==> src/video_pkg.sv <==
package video_pkg;

	// colour component depth
	localparam int component_depth = 8;

	// line buffer ring geometry
	localparam int line_buffer_size = 1024;
	localparam int line_buffer_count = 8;

	// pixel and line counters, wide enough for 2047
	localparam int pos_width = 11;

	// index into the ring of line buffers
	localparam int line_idx_width = 3;

	// one colour component
	typedef logic [component_depth-1:0] component_t;

	// pixel position, line count or measured size
	typedef logic [pos_width-1:0] pos_t;

	// ring line index
	typedef logic [line_idx_width-1:0] line_idx_t;

endpackage

==> src/video_if.sv <==
`timescale 1ns/1ns

interface video_if import video_pkg::*; ();

	logic hsync;
	logic vsync;
	logic hblank;
	logic vblank;
	component_t red;
	component_t green;
	component_t blue;

	modport source (
		output hsync, vsync, hblank, vblank, red, green, blue
	);

	modport sink (
		input hsync, vsync, hblank, vblank, red, green, blue
	);

endinterface

==> src/line_buf_if.sv <==
`timescale 1ns/1ns

// write side of the line ring, one pixel per enabled edge
interface buf_wr_if import video_pkg::*; ();

	logic en;
	pos_t pos;
	line_idx_t line;
	component_t red;
	component_t green;
	component_t blue;

	modport writer (output en, pos, line, red, green, blue);

	modport store (input en, pos, line, red, green, blue);

endinterface


==> src/input_timing.sv <==
`timescale 1ns/1ns

module input_timing import video_pkg::*; (
	input logic pixel_clk_a,
	input logic rst,
	video_if.sink vid,
	buf_wr_if.writer wr,
	output pos_t in_width,
	output pos_t in_height,
	output line_idx_t sof_line
);

	logic hsync_q;
	logic vsync_q;
	logic hsync_fall;
	logic vsync_fall;
	logic pixel_active;
	pos_t pixel_count;
	pos_t line_count;
	line_idx_t line_idx;

	assign hsync_fall = hsync_q & ~vid.hsync;
	assign vsync_fall = vsync_q & ~vid.vsync;

	// outside both blankings
	assign pixel_active = ~vid.hblank & ~vid.vblank;

	// active pixels go straight into the current ring line
	assign wr.en = pixel_active;
	assign wr.pos = pixel_count;
	assign wr.line = line_idx;
	assign wr.red = vid.red;
	assign wr.green = vid.green;
	assign wr.blue = vid.blue;

	always_ff @(posedge pixel_clk_a) begin
		if (rst) begin
			hsync_q <= 1'b0;
			vsync_q <= 1'b0;
			pixel_count <= '0;
			line_count <= '0;
			line_idx <= '0;
			in_width <= '0;
			in_height <= '0;
			sof_line <= '0;
		end else begin
			hsync_q <= vid.hsync;
			vsync_q <= vid.vsync;

			if (hsync_fall) begin
				// blank lines keep the last measured width
				if (pixel_count != '0)
					in_width <= pixel_count;
				pixel_count <= '0;
				if (line_idx == line_idx_t'(line_buffer_count - 1))
					line_idx <= '0;
				else
					line_idx <= line_idx + 1'b1;
			end else if (pixel_active) begin
				pixel_count <= pixel_count + 1'b1;
			end

			if (vsync_fall) begin
				in_height <= line_count;
				line_count <= '0;
				// ring line that precedes the first line of this frame
				sof_line <= line_idx;
			end else if (hsync_fall) begin
				line_count <= line_count + 1'b1;
			end
		end
	end

	// lines wider than a buffer would wrap onto other data
	assert property (@(posedge pixel_clk_a) disable iff (rst)
		wr.en |-> (wr.pos < line_buffer_size));

endmodule

==> src/flat_wrapper.sv <==
// flat-port wrapper written by rule: the top's interface ports become plain ports
module input_timing_flat import video_pkg::*;
  (pixel_clk_a, rst, in_width, in_height, sof_line, vid_hsync, vid_vsync, vid_hblank, vid_vblank, vid_red, vid_green, vid_blue, wr_en, wr_pos, wr_line, wr_red, wr_green, wr_blue);
  video_if vid_i ();
  buf_wr_if wr_i ();
  input logic pixel_clk_a;
  input logic rst;
  output pos_t in_width;
  output pos_t in_height;
  output line_idx_t sof_line;
  input wire logic [$bits(vid_i.hsync)-1:0] vid_hsync;
  input wire logic [$bits(vid_i.vsync)-1:0] vid_vsync;
  input wire logic [$bits(vid_i.hblank)-1:0] vid_hblank;
  input wire logic [$bits(vid_i.vblank)-1:0] vid_vblank;
  input wire logic [$bits(vid_i.red)-1:0] vid_red;
  input wire logic [$bits(vid_i.green)-1:0] vid_green;
  input wire logic [$bits(vid_i.blue)-1:0] vid_blue;
  output wire logic [$bits(wr_i.en)-1:0] wr_en;
  output wire logic [$bits(wr_i.pos)-1:0] wr_pos;
  output wire logic [$bits(wr_i.line)-1:0] wr_line;
  output wire logic [$bits(wr_i.red)-1:0] wr_red;
  output wire logic [$bits(wr_i.green)-1:0] wr_green;
  output wire logic [$bits(wr_i.blue)-1:0] wr_blue;
  assign vid_i.hsync = vid_hsync;
  assign vid_i.vsync = vid_vsync;
  assign vid_i.hblank = vid_hblank;
  assign vid_i.vblank = vid_vblank;
  assign vid_i.red = vid_red;
  assign vid_i.green = vid_green;
  assign vid_i.blue = vid_blue;
  assign wr_en = wr_i.en;
  assign wr_pos = wr_i.pos;
  assign wr_line = wr_i.line;
  assign wr_red = wr_i.red;
  assign wr_green = wr_i.green;
  assign wr_blue = wr_i.blue;
  input_timing u_core (.pixel_clk_a(pixel_clk_a), .rst(rst), .vid(vid_i), .wr(wr_i), .in_width(in_width), .in_height(in_height), .sof_line(sof_line));
endmodule
==> config.mk <==
export PLATFORM = sky130hd
export DESIGN_NAME = input_timing_flat
export DESIGN_NICKNAME = d
export VERILOG_FILES = /design/src/video_pkg.sv /design/src/video_if.sv /design/src/line_buf_if.sv /design/src/input_timing.sv /design/src/flat_wrapper.sv
export SDC_FILE = /design/constraint.sdc
export NUM_CORES = 1
export LEC_CHECK = 0
export BUFFER_PORTS_ARGS = -buffer_cell sky130_fd_sc_hd__buf_4
export CORE_MARGIN = 8
export CORE_UTILIZATION = 45
export DETAILED_ROUTE_END_ITERATION = 6
export PLACE_DENSITY_LB_ADDON = 0.1
export SLEW_MARGIN = 40
export SYNTH_ARGS = -nofsm -noshare
export SYNTH_HDL_FRONTEND = slang
export SYNTH_SLANG_ARGS = --single-unit
==> constraint.sdc <==
create_clock -name pixel_clk_a -period 2.06 [get_ports pixel_clk_a]
set_input_delay 0.412 -clock pixel_clk_a [delete_from_list [all_inputs] [get_ports pixel_clk_a]]
set_output_delay 0.412 -clock pixel_clk_a [all_outputs]
set_load 0.02 [all_outputs]
==> impl_metrics.yaml <==
run_status:
  outcome: "completed"
final_layout:
  fillerInstances: 547
  area_delta_synth_final_pct: 14.3
  multi_input_area_mm2: 0.00117
  layout_common_cells: "dfxtp_1 (52), buf_4 (51), nand2_1 (41)"
  seq_area_mm2: 0.00104
  final_common_cell: "dfxtp_1"
  final_nets: 348
  drive_above_1_share_pct: 19.8
  final_cells: 385
  antenna_cells: 0
yosys:
  synth.distinct_cells: 37
  syn_nets: 328
  synth_seq_cells: 52
  yosysWarnings: 0
  synth_edf_count: 0
  async_flop_share_pct: 0
  yosysTopAreaCell: "dfxtp_1"
  synth_cells: 293
  synth.avg_cell_area_um2: 8.49
  seq_area_frac_synth_pct: 41.8
  yosys.area.top_type_share_pct: 41.8
  synth_flop_cell: "dfxtp_1"
  synth_area_mm2: 0.00249
  yosys-top-cells-area: "dfxtp_1 (42%), a21oi_1 (7.4%), buf_4 (7.2%)"
timing:
  final_hold_viol_count: 0
  max_slew_margin_pct: 63.2
  fin_tns_setup_ns: 0
  tightestPinTransition_ns: 0.550
  fin_skew_ns: 0.00793
  max_freq_mhz: 591
  layout_min_cycle_time_ns: 1.69
  post-route-period-util_pct: 82.1
  maxSlewViolCount: 0
  setup_viol: 0
  rsz0062_at_grt: "no"
floorplanning:
  initial_core_util_pct: 45.8
  io_pins: 94
  rows: 27
  die-area_mm2: 0.00817
  core_area_mm2: 0.00544
  die_h_um: 90.4
  chipWidth_um: 90.4
clocking:
  tritoncts: "done"
  cts_sinks: 52
  worstSkewPairLatency_ns: 0.30
  root_buffer: "clkbuf_8"
  ctsResizeCount: 0
  cts_buffers: 5
  hold_buffers: 0
  cts_setup_buffers: 0
  ctsHtreeMaxLevel: 2
  clk_pin_slew_ns: 0.09
  cts_buffer_depth: 2
routing:
  viasPerCell: 5.40
  num_vias: 2078
  wl_per_cell_um: 15.6
  remaining_drc_errors: 0
  dr.pass1.iters: 4
  drtIter0Drc: 104
  drt_wl_total_um: 6010
  antenna_left: 0
power:
  vdd_drop_max_mv: 0.348
  power.density_mw_per_mm2: 678
  p_total_mw: 1.93
  power.leakage_nw: 1.05
min_path:
  min_path_type: "in2reg"
worst_setup_path:
  required_ns: 2.29
  cp-end-kind: "flop"
  criticalPathCategory: "reg2reg"
  crit_arrival_ns: 1.92
  crit_fanout: 11
  startpoint_type: "flop"
grt:
  grt_overflow: 0
  grt_usage_pct: 14.5
  grt_pass1_wl_um: 10100
  first_global_vias: 2043
  grt_max_degree: 20
  antenna_found_initial: 0
job:
  max_cap_viol_count: 0
placement:
  gp_congestion: 0.743
  place_inst: 378
  dp_hpwl_um: 4390
  port-buffer-count: 45
metal layers:
layer	track usage, %	wire length (um)	vias to the layer above
met5	0	0	-
met4	5.13	95	0
met3	4.66	340	9
met2	24.4	2870	46
met1	16.9	2710	960
li1	-	-	1063
critical path, cell delays in order (launching register included):
cell and delay [ns]:
dfxtp_1 0.50, nand4bb_1 0.38, or4_1 0.60, a21oi_1 0.14
synth_stat cells, types with 2 or more instances:
library cell and number:
nor2_1 11, nand3_1 8, mux2i_1 3, nand4b_1 2
dfxtp_1 52, ha_1 5, inv_1 8, nand2b_1 6
clkbuf_1 6, or3_1 9, o21ai_0 10, o31ai_1 7
nor3_1 6, nor4bb_1 2, nand4_1 5, nor4_1 4
a22oi_1 2, nand2_1 41, xnor2_1 4, buf_4 24
a21oi_1 37, nand4bb_1 2, a311o_1 3, a311oi_1 5
nor2b_1 7, buf_1 2, or4_1 8, buf_2 5
path summary, 6_finish.rpt:
| check | startpoint | endpoint | slack (ns) | depth (start not counted) |
|---|---|---|---|---|
| min | vid_vsync | u_core.vsync_q | 0.34 | 2 |
| max reg2reg | u_core.wr.pos[2] | u_core.wr.pos[10] | 0.37 | 3 |
| max | u_core.wr.pos[2] | u_core.wr.pos[10] | 0.37 | 3 |
| min reg2reg | u_core.in_height[9] | u_core.in_height[9] | 0.46 | 2 |
area by class of cell:
class / count / area share, %
multi-input cells: 194 / 41.0
repair buffers: 51 / 13.5
well taps: 72 / 3.17
inverters: 9 / 1.19
flip-flops and latches: 52 / 36.6
clock inverters: 2 / 2.11
clock buffers: 5 / 2.42
logic make-up (layout without fill, tap and decap cells):
family / count (synthesis) / in the layout / synth area share [%]
buffers and inverters: 47 / 67 / 11.3
DFF: 52 / 52 / 41.8
AOI/OAI and AO/OA: 65 / 65 / 15.5
and+or+nand+nor: 117 / 117 / 26.3
adders and majority gates: 5 / 5 / 2.51
muxes: 3 / 3 / 1.21
xor gates and xnor gates: 4 / 4 / 1.41
where the power goes:
| part | switching [mW] | leakage, nW | internal, mW |
|---|---|---|---|
| clock network | 0.322 | 0.0642 | 0.478 |
| logic | 0.0658 | 0.564 | 0.0403 |
| registers | 0.0104 | 0.420 | 1.01 |
| total | 0.398 | 1.05 | 1.53 |
metrics by stage:
step	util (%)	cell area, um2	setup WS (ns)	hold WS (ns)
2_1_floorplan	-	2490	0.550	0.441
3_3_place_gp	49.9	2720	0.315	0.445
3_5_place_dp	49.9	2720	0.295	0.447
4_1_cts	52.3	2840	0.354	0.335
5_1_grt	52.3	2840	0.146	0.344
6_report	52.3	2840	0.368	0.344
sequential cells by signal (all words and copies together), names as in the netlist:
signal	cells
u_core.hsync_q	1
u_core.in_height	11
u_core.in_width	11
u_core.line_count	11
u_core.sof_line	3
u_core.vsync_q	1
u_core.wr.line	3
u_core.wr.pos	11
No activity file was read; power rests on OpenSTA's default activity.
