==> config.mk <==
export PLATFORM = sky130hd
export DESIGN_NAME = scale_stepper_flat
export DESIGN_NICKNAME = d
export VERILOG_FILES = /design/src/video_pkg.sv /design/src/scale_pkg.sv /design/src/line_buf_if.sv /design/src/ratio_divider.sv /design/src/scale_stepper.sv /design/src/flat_wrapper.sv
export SDC_FILE = /design/constraint.sdc
export NUM_CORES = 1
export LEC_CHECK = 0
export ABC_AREA = 1
export ABC_CLOCK_PERIOD_IN_PS = 1700
export BUFFER_PORTS_ARGS = -buffer_cell sky130_fd_sc_hd__buf_4
export CORE_UTILIZATION = 54
export CTS_CLUSTER_DIAMETER = 40
export DETAILED_ROUTE_END_ITERATION = 8
export PLACE_DENSITY = 0.77
export REMOVE_ABC_BUFFERS = 1
export SYNTH_ARGS = -nofsm -noshare
export SYNTH_HDL_FRONTEND = slang
export SYNTH_SLANG_ARGS = --single-unit
export TNS_END_PERCENT = 100
==> constraint.sdc <==
create_clock -name pixel_clk_a -period 1.7 [get_ports pixel_clk_a]
set_input_delay 0.255 -clock pixel_clk_a [delete_from_list [all_inputs] [get_ports pixel_clk_a]]
set_output_delay 0.255 -clock pixel_clk_a [all_outputs]
set_load 0.02 [all_outputs]
==> src/video_pkg.sv <==
package video_pkg;

	// colour component depth
	localparam int component_depth = 8;

	// line buffer ring geometry
	localparam int line_buffer_size = 1024;
	localparam int line_buffer_count = 8;

	// pixel and line counters, wide enough for 2047
	localparam int pos_width = 11;

	// index into the ring of line buffers
	localparam int line_idx_width = 3;

	// one colour component
	typedef logic [component_depth-1:0] component_t;

	// pixel position, line count or measured size
	typedef logic [pos_width-1:0] pos_t;

	// ring line index
	typedef logic [line_idx_width-1:0] line_idx_t;

endpackage

==> src/scale_pkg.sv <==
package scale_pkg;

	import video_pkg::*;

	// fractional bits of a step size
	localparam int delta_precision = 8;

	// quotient covers a full pos_t integer part plus the fraction
	localparam int quot_width = delta_precision + pos_width;

	// one integer bit, so 1.0 is the largest step
	typedef logic [delta_precision:0] delta_t;

	typedef logic [quot_width-1:0] hacc_t;
	typedef logic [quot_width-1:0] vacc_t;

	typedef enum logic [1:0] {step_idle, step_div_width, step_div_height} stepper_state_t;

	typedef enum logic {div_idle, div_run} divider_state_t;

endpackage

==> src/line_buf_if.sv <==


// read side, data comes back one cycle after the address
interface buf_rd_if import video_pkg::*; ();

	pos_t pos;
	line_idx_t line;
	component_t red;
	component_t green;
	component_t blue;

	modport reader (output pos, line, input red, green, blue);

	modport store (input pos, line, output red, green, blue);

endinterface

==> src/ratio_divider.sv <==
`timescale 1ns/1ns

module ratio_divider import scale_pkg::*; (
	input logic pixel_clk_a,
	input logic rst,
	input logic start,
	input logic [quot_width-1:0] dividend,
	input logic [quot_width-1:0] divisor,
	output logic [quot_width-1:0] quotient,
	output logic done
);

	typedef logic [$clog2(quot_width+1)-1:0] bit_cnt_t;

	divider_state_t state;
	bit_cnt_t bits_left;
	logic [quot_width-1:0] rem;
	logic [quot_width-1:0] quot_q;
	logic [quot_width-1:0] divisor_q;
	logic [quot_width:0] rem_shift;
	logic [quot_width:0] rem_diff;

	// dividend bits leave from the top, quotient bits enter at the bottom
	assign rem_shift = {rem, quot_q[quot_width-1]};
	assign rem_diff = rem_shift - {1'b0, divisor_q};
	assign quotient = quot_q;

	always_ff @(posedge pixel_clk_a) begin
		if (rst) begin
			state <= div_idle;
			bits_left <= '0;
			done <= 1'b0;
		end else begin
			done <= 1'b0;
			case (state)
				div_idle: begin
					if (start) begin
						state <= div_run;
						bits_left <= bit_cnt_t'(quot_width);
					end
				end
				div_run: begin
					bits_left <= bits_left - 1'b1;
					if (bits_left == bit_cnt_t'(1)) begin
						state <= div_idle;
						done <= 1'b1;
					end
				end
				default: state <= div_idle;
			endcase
		end
	end

	always_ff @(posedge pixel_clk_a) begin
		if (state == div_idle && start) begin
			rem <= '0;
			quot_q <= dividend;
			divisor_q <= divisor;
		end else if (state == div_run) begin
			// negative trial difference means restore
			if (rem_diff[quot_width])
				rem <= rem_shift[quot_width-1:0];
			else
				rem <= rem_diff[quot_width-1:0];
			quot_q <= {quot_q[quot_width-2:0], ~rem_diff[quot_width]};
		end
	end

	// the stepper must wait for done before the next request
	assert property (@(posedge pixel_clk_a) disable iff (rst)
		(state == div_run) |-> !start);

endmodule

==> src/scale_stepper.sv <==
`timescale 1ns/1ns

module scale_stepper import video_pkg::*, scale_pkg::*; (
	input logic pixel_clk_a,
	input logic rst,
	input logic hsync_out,
	input logic vsync_out,
	input logic hblank_out,
	input logic vblank_out,
	input pos_t in_width,
	input pos_t in_height,
	input line_idx_t sof_line,
	buf_rd_if.reader rd,
	output component_t red_out,
	output component_t green_out,
	output component_t blue_out
);

	stepper_state_t state;
	logic hsync_q;
	logic vsync_q;
	logic hsync_fall;
	logic vsync_fall;
	logic pixel_active;
	logic active_q;
	pos_t pixel_count;
	pos_t line_count;
	pos_t out_width;
	pos_t out_height;
	line_idx_t sof_q;
	hacc_t hacc;
	vacc_t vacc;
	delta_t hdelta;
	delta_t vdelta;
	logic div_start;
	logic div_done;
	logic [quot_width-1:0] div_dividend;
	logic [quot_width-1:0] div_divisor;
	logic [quot_width-1:0] div_quotient;

	assign hsync_fall = hsync_q & ~hsync_out;
	assign vsync_fall = vsync_q & ~vsync_out;
	assign pixel_active = ~hblank_out & ~vblank_out;

	// operands follow the division in progress
	always_comb begin
		if (state == step_div_height) begin
			div_dividend = {in_height, {delta_precision{1'b0}}};
			div_divisor = {{(quot_width - pos_width){1'b0}}, out_height};
		end else begin
			div_dividend = {in_width, {delta_precision{1'b0}}};
			div_divisor = {{(quot_width - pos_width){1'b0}}, out_width};
		end
	end

	ratio_divider div0 (
		.pixel_clk_a(pixel_clk_a),
		.rst(rst),
		.start(div_start),
		.dividend(div_dividend),
		.divisor(div_divisor),
		.quotient(div_quotient),
		.done(div_done)
	);

	// integer parts of the accumulators pick the source pixel
	assign rd.pos = hacc[quot_width-1 -: pos_width];
	assign rd.line = sof_q + vacc[delta_precision +: line_idx_width];

	// read data lines up with the registered active flag
	assign red_out = active_q ? rd.red : '0;
	assign green_out = active_q ? rd.green : '0;
	assign blue_out = active_q ? rd.blue : '0;

	always_ff @(posedge pixel_clk_a) begin
		if (rst) begin
			state <= step_idle;
			hsync_q <= 1'b0;
			vsync_q <= 1'b0;
			active_q <= 1'b0;
			pixel_count <= '0;
			line_count <= '0;
			out_width <= '0;
			out_height <= '0;
			sof_q <= '0;
			hacc <= '0;
			vacc <= '0;
			hdelta <= '0;
			vdelta <= '0;
			div_start <= 1'b0;
		end else begin
			hsync_q <= hsync_out;
			vsync_q <= vsync_out;
			active_q <= pixel_active;
			div_start <= 1'b0;

			if (hsync_fall) begin
				if (pixel_count != '0)
					out_width <= pixel_count;
				pixel_count <= '0;
				hacc <= '0;
			end else if (pixel_active) begin
				pixel_count <= pixel_count + 1'b1;
				hacc <= hacc + hacc_t'(hdelta);
			end

			if (vsync_fall) begin
				out_height <= line_count;
				line_count <= '0;
				vacc <= '0;
				sof_q <= sof_line;
			end else if (hsync_fall) begin
				line_count <= line_count + 1'b1;
				vacc <= vacc + vacc_t'(vdelta);
			end

			// width then height, once per output frame
			case (state)
				step_idle: begin
					if (vsync_fall && in_width != '0 && in_height != '0 &&
							out_width != '0 && line_count != '0) begin
						state <= step_div_width;
						div_start <= 1'b1;
					end
				end
				step_div_width: begin
					if (div_done) begin
						hdelta <= div_quotient[delta_precision:0];
						state <= step_div_height;
						div_start <= 1'b1;
					end
				end
				step_div_height: begin
					if (div_done) begin
						vdelta <= div_quotient[delta_precision:0];
						state <= step_idle;
					end
				end
				default: state <= step_idle;
			endcase
		end
	end

	// source position must land inside the buffer the input wrote
	assert property (@(posedge pixel_clk_a) disable iff (rst)
		pixel_active |-> (rd.pos < line_buffer_size));

endmodule

==> src/flat_wrapper.sv <==
// flat-port wrapper written by rule: the top's interface ports become plain ports
module scale_stepper_flat import video_pkg::*, scale_pkg::*;
  (pixel_clk_a, rst, hsync_out, vsync_out, hblank_out, vblank_out, in_width, in_height, sof_line, red_out, green_out, blue_out, rd_pos, rd_line, rd_red, rd_green, rd_blue);
  buf_rd_if rd_i ();
  input logic pixel_clk_a;
  input logic rst;
  input logic hsync_out;
  input logic vsync_out;
  input logic hblank_out;
  input logic vblank_out;
  input pos_t in_width;
  input pos_t in_height;
  input line_idx_t sof_line;
  output component_t red_out;
  output component_t green_out;
  output component_t blue_out;
  output wire logic [$bits(rd_i.pos)-1:0] rd_pos;
  output wire logic [$bits(rd_i.line)-1:0] rd_line;
  input wire logic [$bits(rd_i.red)-1:0] rd_red;
  input wire logic [$bits(rd_i.green)-1:0] rd_green;
  input wire logic [$bits(rd_i.blue)-1:0] rd_blue;
  assign rd_pos = rd_i.pos;
  assign rd_line = rd_i.line;
  assign rd_i.red = rd_red;
  assign rd_i.green = rd_green;
  assign rd_i.blue = rd_blue;
  scale_stepper u_core (.pixel_clk_a(pixel_clk_a), .rst(rst), .hsync_out(hsync_out), .vsync_out(vsync_out), .hblank_out(hblank_out), .vblank_out(vblank_out), .in_width(in_width), .in_height(in_height), .sof_line(sof_line), .rd(rd_i), .red_out(red_out), .green_out(green_out), .blue_out(blue_out));
endmodule
==> qor.yml <==
grt_pass1_vias: 8084
rr_endpoint: "u_core.div0.rem[18]$_SDFFE_PP0P_"
critical_path_class: "register to register"
ir_drop_mv: 0.904
grt_max_degree: 34
drive_above_1_share_pct: 33.3
min_period_ns: 2.15
ys_top_cells_by_area: "dfxtp_1 30%, nand2_1 13%, edfxtp_1 10%"
drv_slew: 0
maxSlewHeadroom_pct: 66.4
dp_slack_ns: -0.306
syn_inst: 1194
reg2reg_depth: 13
portBuffers: 92
fp.dieH_um: 128
crit_required_ns: 2.07
cp_num_buf_inv: 4
yosysSeqAreaShare_pct: 40.1
crit_family: "simple AND/OR/NAND/NOR gates"
arrival_ns: 2.52
h-tree-depth: 4
leakage_nw: 5.46
antenna_left: 0
synth_cell_types: 46
hold_path.class: "input pin to register"
syn_area_per_cell_um2: 7.19
grtUsageTotal_pct: 28.9
hpwlAfterDp_um: 14800
cp_cell_sequence: "inv_2, ha_4, inv_4, fa_2, buf_6, buf_6, nand3_4, nand3_4, a21oi_4, nand3_2, nand2_2, nand3_2, nand2_1"
synth-seq-cells: 157
grt_setup_unrepaired: "true"
ff2ff_setup_slack_ns: -0.45
fin_crit_sh_pct: 126
cts_tree: "yes"
synth_top_area_cell: "dfxtp_1"
post-route-util_pct: 78.1
netlist_area_um2: 8580
worst_slack_ns: -0.450
critPathSlowestCell: "edfxtp_1"
critPathMaxStageDelay_ns: 0.39
final-hold-violation-count: 0
worstHoldPathCells: 3
timing.rr.start: "u_core.div0.quotient[18]$_DFFE_PP_"
violations: "negative setup slack"
power_density_nw_per_um2: 1270
clock_latency_ns: 0.43
cts_sinks: 157
start_util_pct: 55.8
async_flop_share_pct: 0
netlist.area_leader.share_pct: 29.6
synthFlopType: "dfxtp_1"
cp_max_fo: 2
clk_pin_slew_ns: 0.07
clk_path_buf_depth: 2
grt_pass1_wl_um: 37500
fmax_mhz: 465
gp_congestion: 0.881
cap_viol_max_count: 0
totalWireLength_um: 26900
wl_per_cell_um: 16.7
status: "finished with violations"
hold_buffers: 0
via_per_inst: 5.48
drtIter0Drc: 679
synth-edff-count: 30
cp-start-kind: "register"
firstDrtPassIters: 5
worstHoldStart: "hsync_out"
min_to: "u_core.hsync_q$_SDFF_PP0_"
io_pins: 93
antenna_found_initial: 0
end_kind: "register"
antenna_cells: 0
grt_overflow: 0
die_area_um2: 16400
die_w_um: 128
skew_ns: 0.0104
drc_errors: 0
area_growth_syn_to_layout_pct: 39.9
dr_total_vias: 8819
coreArea_um2: 15400
finalNetCount: 1479
cts_buffers: 17
root_buffer: "clkbuf_16"
setup_viol_count_final: 29
yosys_warnings: 0
tightest_slew_ns: 0.498
rows: 45
[cell usage after synthesis, types with 3 or more instances]
master,n
nor2_1,103
buf_2,5
xor2_1,15
a31oi_1,14
clkbuf_1,26
nor3_2,4
nand2_2,10
fa_1,4
nor4_1,5
edfxtp_1,30
buf_1,3
buf_4,11
nand4_1,17
dfxtp_1,127
o21ai_0,69
nand2_1,292
nand3b_1,8
or2_2,5
nor3_1,14
nand3_1,62
nor2_4,3
o211ai_1,9
ha_1,36
o21ai_1,13
inv_2,3
inv_1,176
xnor2_1,8
a21oi_1,95
[worst min-delay path, stage by stage]
cell and delay (ns):
buf_4 0.08, inv_1 0.04, nor2_1 0.07
[how the worst max path moves through the flow]
stage / start / cells past startpoint / slack [ns] / endpoint
floorplan: u_core.state[1]$_SDFFE_PP0P_ / 5 / -0.90 / u_core.div0.quotient[10]$_DFFE_PP_
global placement: u_core.div0.quotient[18]$_DFFE_PP_ / 11 / -0.26 / u_core.div0.rem[18]$_SDFFE_PP0P_
detailed placement: u_core.hdelta[0]$_SDFFE_PP0P_ / 9 / -0.31 / u_core.hacc[16]$_SDFFE_PP0P_
CTS: u_core.vacc[8]$_SDFFE_PP0P_ / 6 / -0.37 / rd_line[2]
global route: u_core.div0.quotient[18]$_DFFE_PP_ / 13 / -0.52 / u_core.div0.rem[18]$_SDFFE_PP0P_
finish: u_core.div0.quotient[18]$_DFFE_PP_ / 13 / -0.45 / u_core.div0.rem[18]$_SDFFE_PP0P_
[cells by family after synthesis]
kind of cell / count (synthesis) / share of synthesized area, %
AOI/OAI and AO/OA: 215 / 13.6
xor gates and xnor gates: 23 / 2.35
adders and majority gates: 40 / 6.18
buffers and inverters: 228 / 10.8
DFF: 157 / 40.1
and+or+nand+nor: 531 / 26.9
[metal layers]
layer  vias up  wire length [µm]  global-route usage [%]
met5         -                 0                       0
met4         0              1560                    12.1
met3       149              1400                    5.34
met2       382             13500                    52.4
met1      4062             10400                    33.3
li1       4226                 -                       -
[area by class of cell]
type                       instances  area (µm²)
clock buffer                      17         425
sequential                       157        3460
clock inverter                    15         179
inverter                         180         681
fill                            1025        3360
multi-input combinational        811        5220
tap                              211         264
timing repair buffer             217        1780
[cell usage in the layout, fill, tap and decap left out, types with 6 or more instances in the layout]
cell type | netlist | routed
nand3_2 | 0 | 22
inv_1 | 176 | 156
nand2_4 | 1 | 19
buf_4 | 11 | 191
nand4_1 | 17 | 17
nand2_1 | 292 | 238
nand3_4 | 1 | 6
nand3b_1 | 8 | 8
nor3_1 | 14 | 13
buf_6 | 2 | 19
dfxtp_1 | 127 | 115
a31oi_1 | 14 | 14
a21oi_1 | 95 | 84
nor2_2 | 1 | 12
o211ai_1 | 9 | 9
nor2_4 | 3 | 7
nand3_1 | 62 | 35
edfxtp_1 | 30 | 30
o21ai_2 | 2 | 6
dfxtp_2 | 0 | 12
nor2_1 | 103 | 88
clkbuf_16 | 0 | 17
inv_2 | 3 | 21
nand2_2 | 10 | 45
o21ai_1 | 13 | 12
buf_12 | 0 | 6
o21ai_0 | 69 | 65
xor2_1 | 15 | 13
ha_4 | 0 | 22
a21oi_2 | 0 | 7
ha_1 | 36 | 13
[flip-flops by register name (all words and copies together) (netlist names)]
register / cells
u_core.active_q: 1
u_core.div0.bits_left: 5
u_core.div0.divisor_q: 11
u_core.div0.done: 1
u_core.div0.quotient: 19
u_core.div0.rem: 19
u_core.div0.state: 1
u_core.div_start: 1
u_core.hacc: 19
u_core.hdelta: 9
u_core.hsync_q: 1
u_core.line_count: 11
u_core.out_height: 11
u_core.out_width: 11
u_core.pixel_count: 11
u_core.sof_q: 3
u_core.state: 2
u_core.vacc: 11
u_core.vdelta: 9
u_core.vsync_q: 1
[where the power goes]
group	leakage [nW]	switching (mW)	internal, mW	total, mW
clock network	0.300	1.70	2.22	3.92
logic	3.85	3.90	3.14	7.05
registers	1.31	0.263	4.04	4.30
[repair_timing]
| action | in CTS | in global routing |
|---|---|---|
| pin swaps | 50 | 80 |
| setup buffers | 15 | 19 |
| endpoints found under the setup margin | 32 | 47 |
| cloned | 3 | 0 |
| resized for setup | 122 | 140 |
[metrics by stage]
stage          instance area, µm²  power [mW]  setup TNS, ns  cells  hold slack [ns]
6_report                    12000        15.3          -7.96   1608           0.0504
5_1_grt                     12000        15.8         -10.65   1608           0.0457
4_1_cts                     11300        13.8          -3.96   1593           0.0464
3_5_place_dp                10000        8.34          -5.95   1544            0.452
3_3_place_gp                10000        8.26          -4.35   1544            0.445
2_1_floorplan                8330        6.75         -46.19   1146            0.324
No activity file was read; power rests on OpenSTA's default activity.
